`src/l15_adapter_pkg.sv`:
```
// L1.5 adapter shared definitions
package l15_adapter_pkg;

    // Thread ids bound the number of requests in flight
    localparam int unsigned L15TidWidth  = 2;
    localparam int unsigned NumThreadIds = 2 ** L15TidWidth;

    localparam int unsigned PaWidth    = 40;
    localparam int unsigned PidWidth   = 3;
    localparam int unsigned MemIdWidth = 4;

    typedef logic [L15TidWidth-1:0] thid_t;
    typedef logic [PaWidth-1:0]     addr_t;
    typedef logic [PidWidth-1:0]    pid_t;
    typedef logic [MemIdWidth-1:0]  mem_id_t;
    typedef logic [63:0]            dword_t;
    typedef logic [7:0]             be_t;
    typedef logic [2:0]             size_t;   // Log2 of the byte count

    // Requests seen on the cache memory port
    typedef enum logic [1:0] {
        CMD_READ      = 2'b00,
        CMD_WRITE     = 2'b01,
        CMD_UNC_READ  = 2'b10,
        CMD_UNC_WRITE = 2'b11
    } req_cmd_e;

    // L1.5 request types, OpenPiton encoding
    typedef enum logic [4:0] {
        RQ_LOAD  = 5'b00000,
        RQ_STORE = 5'b00001
    } l15_rqtype_e;

    // L1.5 return types
    typedef enum logic [3:0] {
        RET_LOAD      = 4'b0000,
        RET_EVICT     = 4'b0011,   // Carries an invalidation only
        RET_STORE_ACK = 4'b0100,
        RET_ERR       = 4'b1100
    } l15_rtrn_e;

endpackage

```
`src/l15_req_fsm.sv`:
```
// L1.5 request handshake FSM
`timescale 1ns/100ps

module l15_req_fsm (
    input  logic clk_i,
    input  logic rst_ni,
    input  logic req_valid_i,
    input  logic thid_free_i,
    input  logic l15_header_ack_i,
    input  logic l15_ack_i,
    output logic l15_val_o,
    output logic accept_o
);

    typedef enum logic [1:0] {
        IDLE,
        WAIT_HDR_ACK,
        WAIT_ACK
    } state_e;

    state_e state_q, state_d;

    always_comb begin
        state_d   = state_q;
        l15_val_o = 1'b0;
        accept_o  = 1'b0;
        unique case (state_q)
            IDLE: begin
                // Only start when a thread id can be handed out
                if (req_valid_i && thid_free_i) begin
                    l15_val_o = 1'b1;
                    if (l15_header_ack_i) begin
                        if (l15_ack_i) begin
                            accept_o = 1'b1;   // Both acks at once
                        end else begin
                            state_d = WAIT_ACK;
                        end
                    end else begin
                        state_d = WAIT_HDR_ACK;
                    end
                end
            end
            WAIT_HDR_ACK: begin
                l15_val_o = 1'b1;   // Keep asserting until the header is taken
                if (req_valid_i && l15_header_ack_i) begin
                    if (l15_ack_i) begin
                        accept_o = 1'b1;
                        state_d  = IDLE;
                    end else begin
                        state_d = WAIT_ACK;
                    end
                end
            end
            WAIT_ACK: begin
                // Valid drops here but the request fields stay put
                if (req_valid_i && l15_ack_i) begin
                    accept_o = 1'b1;
                    state_d  = IDLE;
                end
            end
            default: begin
                state_d = IDLE;
            end
        endcase
    end

    always_ff @(posedge clk_i or negedge rst_ni) begin
        if (!rst_ni) begin
            state_q <= IDLE;
        end else begin
            state_q <= state_d;
        end
    end

endmodule

```
`src/l15_fifo.sv`:
```
// Register FIFO with typed payload
`timescale 1ns/100ps

module l15_fifo #(
    parameter int unsigned Depth     = 4,
    parameter bit          InitFill  = 1'b0,
    parameter type         payload_t = logic
) (
    input  logic     clk_i,
    input  logic     rst_ni,
    input  logic     push_i,
    input  payload_t push_data_i,
    input  logic     pop_i,
    output logic     full_o,
    output logic     valid_o,
    output payload_t pop_data_o
);

    localparam int unsigned PtrWidth = (Depth > 1) ? $clog2(Depth) : 1;
    localparam int unsigned CntWidth = $clog2(Depth + 1);

    payload_t             mem_q [Depth];
    logic [PtrWidth-1:0]  rd_ptr_q, wr_ptr_q;
    logic [CntWidth-1:0]  count_q;
    logic                 push_ok, pop_ok;

    assign full_o     = (count_q == CntWidth'(Depth));
    assign valid_o    = (count_q != '0);
    assign pop_data_o = mem_q[rd_ptr_q];

    assign pop_ok  = pop_i && valid_o;
    assign push_ok = push_i && (!full_o || pop_ok);   // Full but draining is fine

    always_ff @(posedge clk_i or negedge rst_ni) begin
        if (!rst_ni) begin
            rd_ptr_q <= '0;
            wr_ptr_q <= '0;   // Wraps onto the read pointer when prefilled
            count_q  <= InitFill ? CntWidth'(Depth) : '0;
        end else begin
            if (pop_ok) begin
                rd_ptr_q <= (rd_ptr_q == PtrWidth'(Depth - 1)) ? '0 : rd_ptr_q + 1'b1;
            end
            if (push_ok) begin
                wr_ptr_q <= (wr_ptr_q == PtrWidth'(Depth - 1)) ? '0 : wr_ptr_q + 1'b1;
            end
            if (push_ok && !pop_ok) begin
                count_q <= count_q + 1'b1;
            end else if (pop_ok && !push_ok) begin
                count_q <= count_q - 1'b1;
            end
        end
    end

    // Storage, loaded with its own indices when used as a free list
    if (InitFill) begin : g_init_mem
        always_ff @(posedge clk_i or negedge rst_ni) begin
            if (!rst_ni) begin
                for (int i = 0; i < Depth; i++) begin
                    mem_q[i] <= payload_t'(i);
                end
            end else if (push_ok) begin
                mem_q[wr_ptr_q] <= push_data_i;
            end
        end
    end else begin : g_plain_mem
        always_ff @(posedge clk_i) begin
            if (push_ok) begin
                mem_q[wr_ptr_q] <= push_data_i;
            end
        end
    end

endmodule

```
`src/l15_store_align.sv`:
```
// Request field translation for L1.5
`timescale 1ns/100ps

module l15_store_align import l15_adapter_pkg::*; (
    input  req_cmd_e    req_cmd_i,
    input  addr_t       req_addr_i,
    input  size_t       req_size_i,
    input  dword_t      req_wdata_i,
    input  be_t         req_be_i,
    output l15_rqtype_e l15_rqtype_o,
    output logic        l15_nc_o,
    output size_t       l15_size_o,
    output addr_t       l15_address_o,
    output dword_t      l15_data_o
);

    logic       is_store;
    logic [2:0] low_idx;     // Lowest set byte in the mask
    logic [3:0] num_ones;
    dword_t     shifted;

    assign is_store = (req_cmd_i == CMD_WRITE) || (req_cmd_i == CMD_UNC_WRITE);
    assign l15_nc_o = (req_cmd_i == CMD_UNC_READ) || (req_cmd_i == CMD_UNC_WRITE);
    assign l15_rqtype_o = is_store ? RQ_STORE : RQ_LOAD;

    always_comb begin
        low_idx = 3'd7;
        for (int i = 7; i >= 0; i--) begin
            if (req_be_i[i]) begin
                low_idx = 3'(i);
            end
        end
    end

    assign num_ones = 4'($countones(req_be_i));
    assign shifted  = req_wdata_i >> (8 * low_idx);   // Active bytes moved to bit 0

    always_comb begin
        l15_size_o    = req_size_i;
        l15_address_o = req_addr_i;
        l15_data_o    = req_wdata_i;
        if (is_store) begin
            l15_size_o = 3'd3;   // Full dword unless the mask says otherwise
            unique case (num_ones)
                4'd1: begin
                    l15_size_o    = 3'd0;
                    l15_address_o = {req_addr_i[PaWidth-1:3], low_idx};
                    l15_data_o    = {8{shifted[7:0]}};
                end
                4'd2: begin
                    l15_size_o    = 3'd1;
                    l15_address_o = {req_addr_i[PaWidth-1:3], low_idx};
                    l15_data_o    = {4{shifted[15:0]}};
                end
                4'd4: begin
                    l15_size_o    = 3'd2;
                    l15_address_o = {req_addr_i[PaWidth-1:3], low_idx};
                    l15_data_o    = {2{shifted[31:0]}};
                end
                default: begin
                    l15_size_o = 3'd3;   // Address and data already aligned
                end
            endcase
        end
    end

endmodule

```
`src/l15_resp_route.sv`:
```
// L1.5 return routing and thread-id table
`timescale 1ns/100ps

module l15_resp_route import l15_adapter_pkg::*; (
    input  logic      clk_i,
    input  logic      rst_ni,
    input  logic      table_wr_i,
    input  thid_t     table_thid_i,
    input  pid_t      req_pid_i,
    input  mem_id_t   req_id_i,
    input  logic      rtrn_val_i,
    input  l15_rtrn_e rtrn_type_i,
    input  thid_t     rtrn_threadid_i,
    input  logic      rtrn_inval_i,
    input  logic      inval_full_i,
    input  logic      resp_ready_i,
    output logic      l15_req_ack_o,
    output logic      resp_valid_o,
    output pid_t      resp_pid_o,
    output mem_id_t   resp_id_o,
    output logic      resp_error_o,
    output logic      thid_release_o,
    output logic      inval_push_o
);

    pid_t    pid_q [NumThreadIds];
    mem_id_t id_q  [NumThreadIds];
    logic    is_evict;

    // Requester ids indexed by L1.5 thread id
    always_ff @(posedge clk_i or negedge rst_ni) begin
        if (!rst_ni) begin
            for (int i = 0; i < NumThreadIds; i++) begin
                pid_q[i] <= '0;
                id_q[i]  <= '0;
            end
        end else if (table_wr_i) begin
            pid_q[table_thid_i] <= req_pid_i;
            id_q[table_thid_i]  <= req_id_i;
        end
    end

    assign is_evict = (rtrn_type_i == RET_EVICT);

    always_comb begin
        if (rtrn_inval_i) begin
            // Invalidation needs FIFO room; a pure eviction needs nothing else
            l15_req_ack_o = rtrn_val_i && !inval_full_i && (is_evict || resp_ready_i);
        end else begin
            l15_req_ack_o = rtrn_val_i && resp_ready_i;
        end
    end

    assign resp_valid_o = rtrn_val_i && !is_evict && (!rtrn_inval_i || !inval_full_i);

    assign resp_pid_o   = pid_q[rtrn_threadid_i];
    assign resp_id_o    = id_q[rtrn_threadid_i];
    assign resp_error_o = (rtrn_type_i == RET_ERR);

    assign thid_release_o = resp_valid_o && resp_ready_i;   // Response taken
    assign inval_push_o   = l15_req_ack_o && rtrn_inval_i;

endmodule

```
`src/l15_adapter.sv`:
```
// Cache memory port to L1.5 adapter
`timescale 1ns/100ps

module l15_adapter import l15_adapter_pkg::*; #(
    parameter int unsigned InvalFifoDepth = 4
) (
    input  logic        clk_i,
    input  logic        rst_ni,
    // Requester side
    input  logic        req_valid_i,
    output logic        req_ready_o,
    input  pid_t        req_pid_i,
    input  mem_id_t     req_id_i,
    input  req_cmd_e    req_cmd_i,
    input  addr_t       req_addr_i,
    input  size_t       req_size_i,
    input  dword_t      req_wdata_i,
    input  be_t         req_be_i,
    // L1.5 request
    output logic        l15_val_o,
    output l15_rqtype_e l15_rqtype_o,
    output logic        l15_nc_o,
    output size_t       l15_size_o,
    output thid_t       l15_threadid_o,
    output addr_t       l15_address_o,
    output dword_t      l15_data_o,
    input  logic        l15_header_ack_i,
    input  logic        l15_ack_i,
    // L1.5 return
    input  logic        rtrn_val_i,
    input  l15_rtrn_e   rtrn_type_i,
    input  thid_t       rtrn_threadid_i,
    input  dword_t      rtrn_data_i,
    input  logic        rtrn_inval_i,
    input  addr_t       rtrn_inval_addr_i,
    output logic        l15_req_ack_o,
    // Response to requester
    output logic        resp_valid_o,
    input  logic        resp_ready_i,
    output pid_t        resp_pid_o,
    output mem_id_t     resp_id_o,
    output dword_t      resp_data_o,
    output logic        resp_error_o,
    // Invalidations
    output logic        inval_valid_o,
    input  logic        inval_ready_i,
    output addr_t       inval_addr_o
);

    logic thid_free;
    logic accept;
    logic thid_release;
    logic inval_push;
    logic inval_full;

    assign req_ready_o = accept;        // Ack cycle completes the request
    assign resp_data_o = rtrn_data_i;   // Single dword, no reshaping

    l15_req_fsm i_req_fsm (
        .clk_i            (clk_i),
        .rst_ni           (rst_ni),
        .req_valid_i      (req_valid_i),
        .thid_free_i      (thid_free),
        .l15_header_ack_i (l15_header_ack_i),
        .l15_ack_i        (l15_ack_i),
        .l15_val_o        (l15_val_o),
        .accept_o         (accept)
    );

    // Head of the free list is the id of the pending request
    l15_fifo #(
        .Depth     (NumThreadIds),
        .InitFill  (1'b1),
        .payload_t (thid_t)
    ) i_thid_free_list (
        .clk_i       (clk_i),
        .rst_ni      (rst_ni),
        .push_i      (thid_release),
        .push_data_i (rtrn_threadid_i),
        .pop_i       (accept),
        .full_o      (),
        .valid_o     (thid_free),
        .pop_data_o  (l15_threadid_o)
    );

    l15_store_align i_store_align (
        .req_cmd_i     (req_cmd_i),
        .req_addr_i    (req_addr_i),
        .req_size_i    (req_size_i),
        .req_wdata_i   (req_wdata_i),
        .req_be_i      (req_be_i),
        .l15_rqtype_o  (l15_rqtype_o),
        .l15_nc_o      (l15_nc_o),
        .l15_size_o    (l15_size_o),
        .l15_address_o (l15_address_o),
        .l15_data_o    (l15_data_o)
    );

    l15_resp_route i_resp_route (
        .clk_i           (clk_i),
        .rst_ni          (rst_ni),
        .table_wr_i      (accept),
        .table_thid_i    (l15_threadid_o),
        .req_pid_i       (req_pid_i),
        .req_id_i        (req_id_i),
        .rtrn_val_i      (rtrn_val_i),
        .rtrn_type_i     (rtrn_type_i),
        .rtrn_threadid_i (rtrn_threadid_i),
        .rtrn_inval_i    (rtrn_inval_i),
        .inval_full_i    (inval_full),
        .resp_ready_i    (resp_ready_i),
        .l15_req_ack_o   (l15_req_ack_o),
        .resp_valid_o    (resp_valid_o),
        .resp_pid_o      (resp_pid_o),
        .resp_id_o       (resp_id_o),
        .resp_error_o    (resp_error_o),
        .thid_release_o  (thid_release),
        .inval_push_o    (inval_push)
    );

    l15_fifo #(
        .Depth     (InvalFifoDepth),
        .InitFill  (1'b0),
        .payload_t (addr_t)
    ) i_inval_fifo (
        .clk_i       (clk_i),
        .rst_ni      (rst_ni),
        .push_i      (inval_push),
        .push_data_i (rtrn_inval_addr_i),
        .pop_i       (inval_ready_i),
        .full_o      (inval_full),
        .valid_o     (inval_valid_o),
        .pop_data_o  (inval_addr_o)
    );

endmodule

```
`config.mk`:
```
export PLATFORM = sky130hd
export DESIGN_NAME = l15_adapter
export DESIGN_NICKNAME = d
export VERILOG_FILES = /design/src/l15_adapter_pkg.sv /design/src/l15_req_fsm.sv /design/src/l15_fifo.sv /design/src/l15_store_align.sv /design/src/l15_resp_route.sv /design/src/l15_adapter.sv
export SDC_FILE = /design/constraint.sdc
export NUM_CORES = 1
export LEC_CHECK = 0
export BUFFER_PORTS_ARGS = -buffer_cell sky130_fd_sc_hd__buf_2
export CAP_MARGIN = 10
export CORE_MARGIN = 10
export CORE_UTILIZATION = 45
export CTS_BUF_LIST = sky130_fd_sc_hd__clkbuf_8
export DETAILED_ROUTE_END_ITERATION = 6
export PLACE_DENSITY = 0.74
export SLEW_MARGIN = 20
export SYNTH_ARGS = -nofsm -noshare
export SYNTH_HDL_FRONTEND = slang
export SYNTH_HIERARCHICAL = 1
export SYNTH_SLANG_ARGS = --single-unit
```
`constraint.sdc`:
```
create_clock -name clk_i -period 12.01 [get_ports clk_i]
set_clock_uncertainty 0.1 [all_clocks]
set_input_delay 1.8015 -clock clk_i [delete_from_list [all_inputs] [get_ports clk_i]]
set_output_delay 1.8015 -clock clk_i [all_outputs]
set_load 0.1 [all_outputs]
```
* Yosys cells after proc, flatten, opt, wreduce, memory -nomap -nowiden
Memories as Yosys holds them, arrays and structs flattened.
Index checks and enable logic that the tools add are counted.
W data, S select, Z words.
** Operators by class
- Add/subtract/negate cells :: 15
- Magnitude comparators :: 6
- Eq/ne operators :: 20
- Shifts and indexed selects :: 1
- Multiplexer cells :: 58
- Bitwise operators :: 4
- Reductions and logical operators :: 41
** Operator list (count)
- $pmux W64 S3 :: 1
- $mux W64 :: 1
- $shr A64 B6 Y32 :: 1
- $mux W3 :: 14
- $mux W2 :: 15
- $logic_and A1 B1 Y1 :: 20
- $bwmux W16 :: 1
- $eq A2 B2 Y1 const B :: 7
- $add A4 B4 Y4 :: 3
- $bwmux W12 :: 1
- $ge A3 B3 Y1 const B :: 4
- $mux W4 :: 3
- $not A2 Y3 :: 4
- $pmux W2 S3 :: 2
- $mux W1 :: 11
- $add A1 B1 Y2 :: 4
- $add A2 B1 Y2 const B :: 4
- $bmux W4 S2 :: 1
- $bwmux W8 :: 1
- $demux W4 S2 :: 1
- $eq A4 B2 Y1 const B :: 2
- $logic_not A1 Y1 :: 8
- $add A3 B1 Y3 const B :: 2
- $bmux W3 S2 :: 1
- 20 further kinds :: 33
** Storage, ports and cells
- Bits in registers :: 52
- RAM bits :: 160
- Output and inout bits :: 232
- Word-level logic and storage cells :: 165
- Memories :: 1
** Memories
- i_inval_fifo.mem_q :: words 4, bits a word 40, read ports 1, clocked after memory_dff 0, wr ports 1, line l15_fifo.sv:22 : payload_t mem_q [Depth];

* Longest topological paths before layout
Gate-level depths: netlist of the first run.
- Word-level depth :: 11
- Gate-level depth with buffers :: 14
- Mapped depth without buffers :: 13

* Modules after synthesis
The synthesis of the first run kept the hierarchy.
** Modules (own cells, without submodules)
- l15_fifo (i_inval_fifo) :: instances 1, cells an instance 247, area an instance 6292.3 µm², sequential area each 4979.8 µm²
- l15_store_align :: instances 1, cells an instance 560, area an instance 3460.8 µm², sequential area each 0.0 µm²
- l15_resp_route :: instances 1, cells an instance 80, area an instance 1303.8 µm², sequential area each 700.7 µm²
- l15_fifo (i_thid_free_list) :: instances 1, cells an instance 59, area an instance 794.5 µm², sequential area each 381.6 µm²
- l15_adapter :: instances 1, cells an instance 64, area an instance 480.5 µm², sequential area each 0.0 µm²
- l15_req_fsm :: instances 1, cells an instance 13, area an instance 121.4 µm², sequential area each 50.0 µm²

* Worst setup path before layout of the first run
Ideal clock, no wire load.
- Path kind :: input-to-output
- Start :: in req_be_i[4]
- End :: out l15_address_o[2]
- Arrival time :: 6583 ps
- Slack :: 3526 ps
- Cell stages on the path :: 12
- Buffers on the path :: 1
- Cells stage by stage :: inv_1 > fa_1 > inv_1 > ha_1 > ha_1 > inv_1 > fa_1 > or2_2 > a21oi_1 > o211ai_2 > clkbuf_1 > o21ai_0
** On the way
- Word-level cells in the longest chain between the ends :: 7
- Elaborated cells on any way between the ends :: 9
- Those cells by class :: 3 x add/sub; 3 x eq/ne; 2 x mux; 1 x reduce/logical
** RTL lines
- from (decl) :: line l15_adapter.sv:18 : input be_t req_be_i,
- $add A1 B1 Y2 (not written as such) (*) :: line l15_store_align.sv:35 : assign num_ones = 4'($countones(req_be_i));
- $add A4 B4 Y4 (not written as such) (*) (2 in series) :: line l15_store_align.sv:35
- $eq A4 B1 Y1, or another cell as far along :: line l15_store_align.sv:44 : unique case (num_ones)
- $reduce_or A3 Y1 (no line) (*)
- $mux W3 (*) :: line l15_store_align.sv:44
- $mux W3 (*) :: line l15_store_align.sv:42 : if (is_store) begin
- to (decl) :: line l15_adapter.sv:25 : output addr_t l15_address_o,
Mark *: on every way between the ends. The rest lies on a longest branch, timed or not.

* Worst setup path after layout of the first run
- Start :: in req_be_i[0]
- End :: out l15_data_o[52]
** On the way
- Word-level cells in the longest chain between the ends :: 6
- Elaborated cells on any way between the ends :: 10
- Those cells by class :: 3 x add/sub; 3 x eq/ne; 1 x shift; 3 x mux
** RTL lines
- $add A1 B1 Y2 (not written as such) :: line l15_store_align.sv:35
- $add A4 B4 Y4 (not written as such) (2 in series) :: line l15_store_align.sv:35
- $eq A4 B3 Y1, or another cell as far along :: line l15_store_align.sv:44
- $pmux W64 S3 (*) :: line l15_store_align.sv:44
- $mux W64 (*) :: line l15_store_align.sv:42
- to (decl) :: line l15_adapter.sv:26 : output dword_t l15_data_o,
Marks and branches as above.

==> results of run 1 <==
metrics by stage:
step / std cells / cell area (um2)
floorplan: 1025 / 12460
global placement: 1506 / 13200
detailed placement: 1506 / 13200
CTS: 1568 / 13870
global route: 1568 / 13870
finish: 1569 / 13880
layout make-up:
| cell class | count | share of cell area |
|---|---|---|
| Timing Repair Buffer | 276 | 0.1013 |
| Antenna cell | 1 | 0.0001803 |
| Inverter | 23 | 0.006221 |
| Multi-Input combinational cell | 623 | 0.3698 |
| Tap cell | 372 | 0.03354 |
| Clock buffer | 36 | 0.03570 |
| Sequential cell | 212 | 0.4406 |
| Clock inverter | 26 | 0.01253 |
flip-flops by register name, summed over array words and instances, names as in the netlist, 3 cells and up:
signal                    cells
i_resp_route/pid_q           12
i_thid_free_list/count_q      3
i_resp_route/id_q            16
i_inval_fifo/count_q          3
i_thid_free_list/mem_q        8
i_inval_fifo/mem_q          160
layer usage:
layer	routed length [um]	GRT usage
met1	13460	0.2327
met3	3626	0.05810
met2	16380	0.3033
met5	62	0.008523
met4	1670	0.1007
final timing paths:
| kind | from | endpoint | slack (ns) | depth (start not counted) |
|---|---|---|---|---|
| min in group asynchronous | rst_ni | i_resp_route/id_q[13] | 1.31 | 2 |
| min | i_resp_route/id_q[6] | i_resp_route/id_q[6] | 0.40 | 1 |
| max | req_be_i[0] | l15_data_o[52] | 3.66 | 13 |
| max in group asynchronous | rst_ni | i_inval_fifo/rd_ptr_q[1] | 10.01 | 2 |
| min reg2reg | i_resp_route/id_q[6] | i_resp_route/id_q[6] | 0.40 | 1 |
| max reg2reg | i_thid_free_list/count_q[2] | i_thid_free_list/count_q[2] | 8.84 | 12 |
cell usage in the layout (no fill, tap or decap), types with 15 or more instances in the layout:
cell type and instances:
nor3_1 17, a31oi_1 20, inv_1 32, nor2_1 63
clkbuf_8 36, o21ai_0 50, dfrtp_1 45, edfxtp_1 160
o22ai_1 17, mux2_2 46, o211ai_1 30, mux4_2 47
nand2_1 69, nand3_1 15, ha_1 20, a21oi_1 73
buf_2 266
power breakdown:
group          internal [mW]  switching, mW  leakage, nW
Sequential             0.918          0.106         2.07
Combinational          0.514           1.93         2.98
Clock                  0.325          0.267        0.374
==> results_dict.tcl, run 1 <==
set metrics [dict create \
    worstSetupEndpointType "output pin" \
    ant_nets 0 \
    dpl_worst_slack_ns 3.713 \
    path_delay_family "compound AO/OA/AOI/OAI gates" \
    cts_setup_buffers 0 \
    grt_usage 0.1923 \
    drcViolationCount 0 \
    core_um2 27100 \
    finalCritPeriodShare 0.6956 \
    syn_to_final_growth_pct 11.50 \
    fp.dieW_um 186.3 \
    start_util 0.4592 \
    finalPower_mw 4.057 \
    path_max_fanout 50 \
    cts_resized 0 \
    row_count 60 \
    first_global_vias 9609 \
    drt_iter0_markers 893 \
    clock_sinks 212 \
    setup_violations 0 \
    hpwlAfterDp_um 25710 \
    seqCellArea_um2 6115 \
    drive_gt1_frac 0.3930 \
    io_buffers 266 \
    slew-limit-headroom 0.2863 \
    layout_min_cycle_time_ns 8.354 \
    cpMostUsedCell "ha_1" \
    io_pins 475 \
    via_per_inst 5.980 \
    cp_data_arrival_time_ns 6.45 \
    finalHoldViolCount 0 \
    drv_cap 0 \
    antenna_found_initial 2 \
    htree_levels 2 \
    multiInputGateArea_um2 5132 \
    grt_pass1_wl_um 54480 \
    drt-total-wl_um 35200 \
    grt_max_degree 65 \
    wl_per_cell_um 22.43 \
    die_y_um 186.3 \
    final.setup.tns_ns 0 \
    start_kind "input port" \
    tightest_slew_ns 1.071 \
    clock_path_buffers 3 \
    netlist_area_um2 12450 \
    min_path_type "reg -> reg" \
    nFillCells 2297 \
    cts-hold-fix-buffers 0 \
    status "finished clean" \
    powerDensity_nw_per_um2 292.4 \
    slowest_delay_ns 0.61 \
    cts-root-buf "clkbuf_8" \
    ys.warnings.count 6 \
    vias 9383 \
    slew_viol_final 0 \
    place_congestion 1.019 \
    path_buf_inv 4 \
    irDropWorstVdd_uv 182.7 \
    dieArea_um2 34710 \
    grt_overflow 0 \
    power.leakage_nw 5.421 \
    synth_area_per_cell_um2 12.18 \
    synthCells 1022 \
    crit_chain "buf_2 -> buf_4 -> fa_1 -> ha_1 -> ha_1 -> ha_1 -> a21o_1 -> a21oi_1 -> o211a_1 -> buf_4 -> nand2_1 -> o211ai_1 -> buf_2" \
    cp.required_ns 10.11 \
    drt_pass1_iterations 7 \
    cts_tree "done" \
    critPathKind "in -> out" \
    layout.nets 1438 \
    path_clk_slew_ns 0.05 \
    clk_latency_ns 0.50 \
    rsz0062_at_grt "no" \
    layout_setup_ws_ns 3.656 \
    fmax_mhz 119.7 \
    crit_slowest_cell "a21oi_1" \
    numCtsBuffers 34 \
    final_util 0.5121 \
    whs_ns 0.4040 \
]
Power figures use the tool's default switching activity.
==> run 2: changes to the inputs <==
Settings changed: PLACE_DENSITY 0.74 to 0.77.
Clock period 12.01 ns to 7.6 ns, I/O delays scaled along.
==> run 2 against run 1 <==
Clock power is 43% higher. Global-route usage rose by 0.083 points. Worst hold slack worse by 0.0063 ns. Non-clock buffer count up 2. Sequential power grew 60%. Cell count up 0.19%. Clock-buffer cell count shrank 1. Routed wire length up 0.87%. Core utilization increased by 0.52 points. First-iteration DRC count grew 4.7%. Sequential share of layout area decreased by 0.44 points. Critical path type unchanged. Largest cell class unchanged. Highest routed layer is now met4.
==> results_dict.tcl, run 2 (synthesis results as in run 1) <==
set metrics [dict create \
    status "finished clean" \
    path_delay_family "adder cells" \
    cts_setup_buffers 0 \
    tightest_slew_ns 1.112 \
    io_buffers 266 \
    row_count 60 \
    reg_top3 "i_inval_fifo/mem_q x160, i_resp_route/id_q x16, i_resp_route/pid_q x12" \
    core_um2 27100 \
    drive_gt1_frac 0.3907 \
    first_global_vias 9710 \
    hold-path-endpoint "i_resp_route/id_q[7]" \
    crit_slowest_cell "fa_1" \
    numCtsBuffers 34 \
    clock_sinks 212 \
    final.setup.tns_ns 0 \
    rsz0062_at_grt "no" \
    regMostFlops "i_inval_fifo/mem_q" \
    drt-total-wl_um 35510 \
    power.leakage_nw 5.460 \
    worstHoldStart "i_resp_route/id_q[7]" \
    setup_violations 0 \
    path_clk_slew_ns 0.06 \
    io_pins 475 \
    p_seq_frac 0.253 \
    drt_iter0_markers 935 \
    clk_latency_ns 0.51 \
    layout.nets 1440 \
    switching_power_mw 3.653 \
    min_path_cells 1 \
    crit_chain "buf_2 -> inv_1 -> fa_1 -> inv_1 -> ha_1 -> ha_1 -> inv_1 -> fa_1 -> xor2_1 -> nor3b_2 -> o211a_1 -> buf_4 -> nand2_1 -> o211ai_1 -> buf_12" \
    slew-limit-headroom 0.2585 \
    cp_data_arrival_time_ns 5.29 \
    final_cell_mix "buf_2, edfxtp_1, a21oi_1" \
    cpMostUsedCell "inv_1" \
    largest_reg_flops 160 \
    regToRegEndpoint "i_thid_free_list/count_q[2]" \
    critPathKind "in -> out" \
    final_common_cell "buf_2" \
    grt_pass1_wl_um 54590 \
    slew_viol_final 0 \
    syn_to_final_growth_pct 12.63 \
    path_max_fanout 29 \
    fmax_mhz 153.2 \
    ff2ff_setup_slack_ns 4.48 \
    start_util 0.4592 \
    nFillCells 2321 \
    drcViolationCount 0 \
    place_congestion 0.9574 \
    seqCellArea_um2 6115 \
    path_buf_inv 6 \
    finalCritPeriodShare 0.8587 \
    drt_pass1_iterations 5 \
    internal-power_mw 2.786 \
    r2r_cells 12 \
    fp.dieW_um 186.3 \
    grt_usage 0.1931 \
    cts_resized 0 \
    cts-hold-fix-buffers 0 \
    worstSetupEndpointType "output pin" \
    finalPower_mw 6.438 \
    irDropWorstVdd_uv 334.0 \
    startpoint "req_be_i[4]" \
    finalHoldViolCount 0 \
    grt_max_degree 53 \
    layout_min_cycle_time_ns 6.526 \
    min_path_type "reg -> reg" \
    power_frac_comb 0.615 \
    wl_per_cell_um 22.59 \
    grt_overflow 0 \
    whs_ns 0.3977 \
    antenna_found_initial 0 \
    start_kind "input port" \
    die_y_um 186.3 \
    via_per_inst 5.940 \
    worst_r2r_startpoint "i_thid_free_list/count_q[2]" \
    htree_levels 2 \
    powerDensity_nw_per_um2 459.3 \
    p_sw_frac 0.5673 \
    p_clk_frac 0.132 \
    ant_nets 0 \
    hpwlAfterDp_um 25670 \
    vias 9338 \
    drv_cap 0 \
    cts_tree "done" \
    clock_path_buffers 3 \
    slowest_delay_ns 0.56 \
    multiInputGateArea_um2 5131 \
    cts-root-buf "clkbuf_8" \
    cp.required_ns 6.36 \
    dieArea_um2 34710 \
]
run 2: worst max path at each step:
stage / cells past startpoint / slack, ns / endpoint
finish: 15 / 1.07 / l15_data_o[19]
global route: 15 / 0.88 / l15_data_o[43]
CTS: 15 / 1.14 / l15_data_o[43]
detailed placement: 15 / 1.14 / l15_data_o[43]
global placement: 15 / 1.22 / l15_data_o[20]
floorplan: 12 / 0.44 / l15_address_o[2]
run 2: metal layers:
layer | vias up | GRT usage | share of wire
met5 | - | 0 | 0
met2 | 579 | 0.3112 | 0.47
li1 | 4123 | - | -
met3 | 125 | 0.05456 | 0.098
met1 | 4511 | 0.2392 | 0.39
met4 | 0 | 0.08005 | 0.039
run 2: cell type report:
cell class | count | area share
Multi-Input combinational cell | 623 | 0.3661
Clock buffer | 35 | 0.03437
Clock inverter | 27 | 0.008480
Timing Repair Buffer | 278 | 0.1151
Inverter | 23 | 0.006159
Sequential cell | 212 | 0.4362
Tap cell | 372 | 0.03321
Antenna cell | 2 | 0.0003570
run 2: power groups by stage:
| stage | logic, mW | clock network, mW | registers [mW] |
|---|---|---|---|
| floorplan | 3.65 | 0 | 1.55 |
| detailed placement | 3.97 | 0 | 1.66 |
| global route | 4.11 | 0.929 | 1.67 |
| global placement | 3.93 | 0 | 1.65 |
| CTS | 3.97 | 0.877 | 1.64 |
| finish | 3.96 | 0.849 | 1.63 |
run 2: worst register-to-register path: stages, from the launching register on:
cell and delay, ns:
dfstp_2 0.55, or3_1 0.20, o21ai_1 0.07, mux2_2 0.27, nor2_2 0.36, nor4b_4 0.12, nor2b_1 0.29, ha_1 0.23
inv_1 0.06, fa_1 0.37, xor2_1 0.15, nor2_1 0.11, xor2_1 0.16
run 2: per-stage QoR:
| step | std cells | utilization | setup slack, ns | area, um2 |
|---|---|---|---|---|
| finish | 1572 | 0.5172 | 1.074 | 14020 |
| global route | 1570 | 0.5170 | 0.8793 | 14010 |
| CTS | 1570 | 0.5170 | 1.136 | 14010 |
| detailed placement | 1508 | 0.4949 | 1.144 | 13410 |
| global placement | 1508 | 0.4949 | 1.216 | 13410 |
| floorplan | 1025 | - | 0.4385 | 12460 |
==> run 3: changes to the inputs <==
Settings changed: CORE_UTILIZATION 45 to 46, PLACE_DENSITY 0.77 to 0.79.
==> run 3 against run 2 <==
Flip-flop and latch count unchanged. Global-route usage rose by 0.32 points. Cell count is 2.2% lower. Total power up 0.21%. Non-clock buffer count stayed put. Critical path depth decreased by 3. Sequential share of layout area is 0.097 points higher. Clock-buffer cell count down 5. Core utilization up 0.45 points. Worst hold slack gained 0.0024 ns. Critical endpoint is now l15_data_o[54].
==> results_dict.tcl, run 3 (synthesis results as in run 1) <==
set metrics [dict create \
    row_count 60 \
    clk_latency_ns 0.55 \
    path_max_fanout 27 \
    grt_pass1_wl_um 53050 \
    critPathKind "in -> out" \
    startpoint "req_be_i[1]" \
    vias 9347 \
    cts_resized 0 \
    ant_nets 0 \
    syn_to_final_growth_pct 12.36 \
    final_cell_mix "buf_2, edfxtp_1, a21oi_1" \
    slowest_delay_ns 0.56 \
    power.leakage_nw 5.452 \
    layout_min_cycle_time_ns 6.785 \
    path_clk_slew_ns 0.08 \
    antenna_found_initial 4 \
    grt_overflow 0 \
    hpwlAfterDp_um 25380 \
    finalCritPeriodShare 0.8928 \
    largest_reg_flops 160 \
    layout.nets 1436 \
    r2r_cells 12 \
    dpl_worst_slack_ns 0.8811 \
    regToRegEndpoint "i_thid_free_list/count_q[2]" \
    path_delay_family "adder cells" \
    cp.required_ns 6.36 \
    io_pins 475 \
    core_um2 26800 \
    cp_data_arrival_time_ns 5.55 \
    slew-limit-headroom 0.2603 \
    status "finished clean" \
    drv_cap 0 \
    start_kind "input port" \
    first_global_vias 9373 \
    clock_sinks 212 \
    min_path_type "reg -> reg" \
    ff2ff_setup_slack_ns 4.47 \
    finalHoldViolCount 0 \
    worstSetupEndpointType "output pin" \
    path_buf_inv 3 \
    cts-hold-fix-buffers 0 \
    crit_slowest_cell "fa_1" \
    endpoint "l15_data_o[54]" \
    drt_pass1_iterations 6 \
    crit_chain "buf_2 -> fa_1 -> ha_1 -> ha_1 -> inv_1 -> fa_1 -> or2_2 -> a21oi_1 -> o211a_1 -> nand2_1 -> o211ai_1 -> buf_12" \
    drt_iter0_markers 902 \
    slew_viol_final 0 \
    place_congestion 0.9367 \
    cts-root-buf "clkbuf_8" \
    numCtsBuffers 30 \
    drt-total-wl_um 35330 \
    irDropWorstVdd_uv 500.3 \
    fp.dieW_um 184.5 \
    io_buffers 266 \
    drcViolationCount 0 \
    grt_max_degree 53 \
    final_util 0.5218 \
    fmax_mhz 147.4 \
    wl_per_cell_um 22.97 \
    reg_top3 "i_inval_fifo/mem_q x160, i_resp_route/id_q x16, i_resp_route/pid_q x12" \
    drive_gt1_frac 0.3896 \
    dieArea_um2 34030 \
    stdcell_count 1538 \
    powerDensity_nw_per_um2 461.4 \
    rsz0062_at_grt "no" \
    tightest_slew_ns 1.107 \
    crit_cells 12 \
    clock_path_buffers 3 \
    start_util 0.4644 \
    htree_levels 1 \
    cts_tree "done" \
    worst_r2r_startpoint "i_thid_free_list/count_q[2]" \
    placed_cells 1476 \
    layout_setup_ws_ns 0.8149 \
    die_y_um 184.5 \
    grt_usage 0.1963 \
    setup_violations 0 \
    final.setup.tns_ns 0 \
    regMostFlops "i_inval_fifo/mem_q" \
    final_common_cell "buf_2" \
    via_per_inst 6.077 \
    cts_setup_buffers 0 \
]
[run 3: how the worst min path moves through the flow]
stage | startpoint | to | slack [ns] | cells past startpoint
6_report | i_req_fsm/state_q[1] | i_req_fsm/state_q[0] | 0.40 | 1
5_1_grt | i_resp_route/pid_q[4] | i_resp_route/pid_q[4] | 0.41 | 1
4_1_cts | i_resp_route/id_q[2] | i_resp_route/id_q[2] | 0.40 | 1
3_5_place_dp | i_resp_route/id_q[9] | i_resp_route/id_q[9] | 0.39 | 1
3_3_place_gp | i_resp_route/pid_q[3] | i_resp_route/pid_q[3] | 0.38 | 1
2_1_floorplan | i_inval_fifo/count_q[2] | i_inval_fifo/count_q[2] | 0.36 | 1
[run 3: worst register-to-register path, delay by kind of cell (launching register included)]
kind | cells | cell delay, ns
muxes | 1 | 0.27
AOI/OAI and AO/OA | 1 | 0.07
adders and majority gates | 2 | 0.63
buffers and inverters | 1 | 0.06
xor gates and xnor gates | 2 | 0.31
DFF | 1 | 0.55
and+or+nand+nor | 5 | 1.07
[run 3: area by class of cell]
type | count | area, um2
clock buffers | 30 | 412.9
fillers | 2250 | 12820
multi-input cells | 623 | 5131
inverters | 23 | 86.33
well taps | 341 | 426.7
clock inverters | 25 | 163.9
diodes | 6 | 15.01
repair buffers | 278 | 1634
flip-flops and latches | 212 | 6113
[run 3: through the flow]
| stage | cell area (um2) | hold slack (ns) | power [mW] |
|---|---|---|---|
| floorplan | 12460 | 0.3646 | 5.198 |
| global placement | 13360 | 0.3815 | 5.564 |
| detailed placement | 13360 | 0.3892 | 5.608 |
| CTS | 13940 | 0.4048 | 6.472 |
| global route | 13970 | 0.4113 | 6.715 |
| finish | 13980 | 0.4001 | 6.452 |
[run 3: report_power, final]
| group | total [mW] | leakage, nW | switching (mW) | internal (mW) |
|---|---|---|---|---|
| Sequential | 1.56 | 2.07 | 0.111 | 1.45 |
| Combinational | 4.03 | 3.06 | 3.12 | 0.912 |
| Clock | 0.857 | 0.325 | 0.418 | 0.438 |
| Total | 6.45 | 5.45 | 3.65 | 2.80 |
[run 3: routing by layer]
metal	GRT usage	vias up	part of all wire
met2	0.3099	621	0.47
li1	-	4118	-
met4	0.07670	2	0.037
met5	0	-	0.00037
met3	0.06123	137	0.12
met1	0.2467	4469	0.38
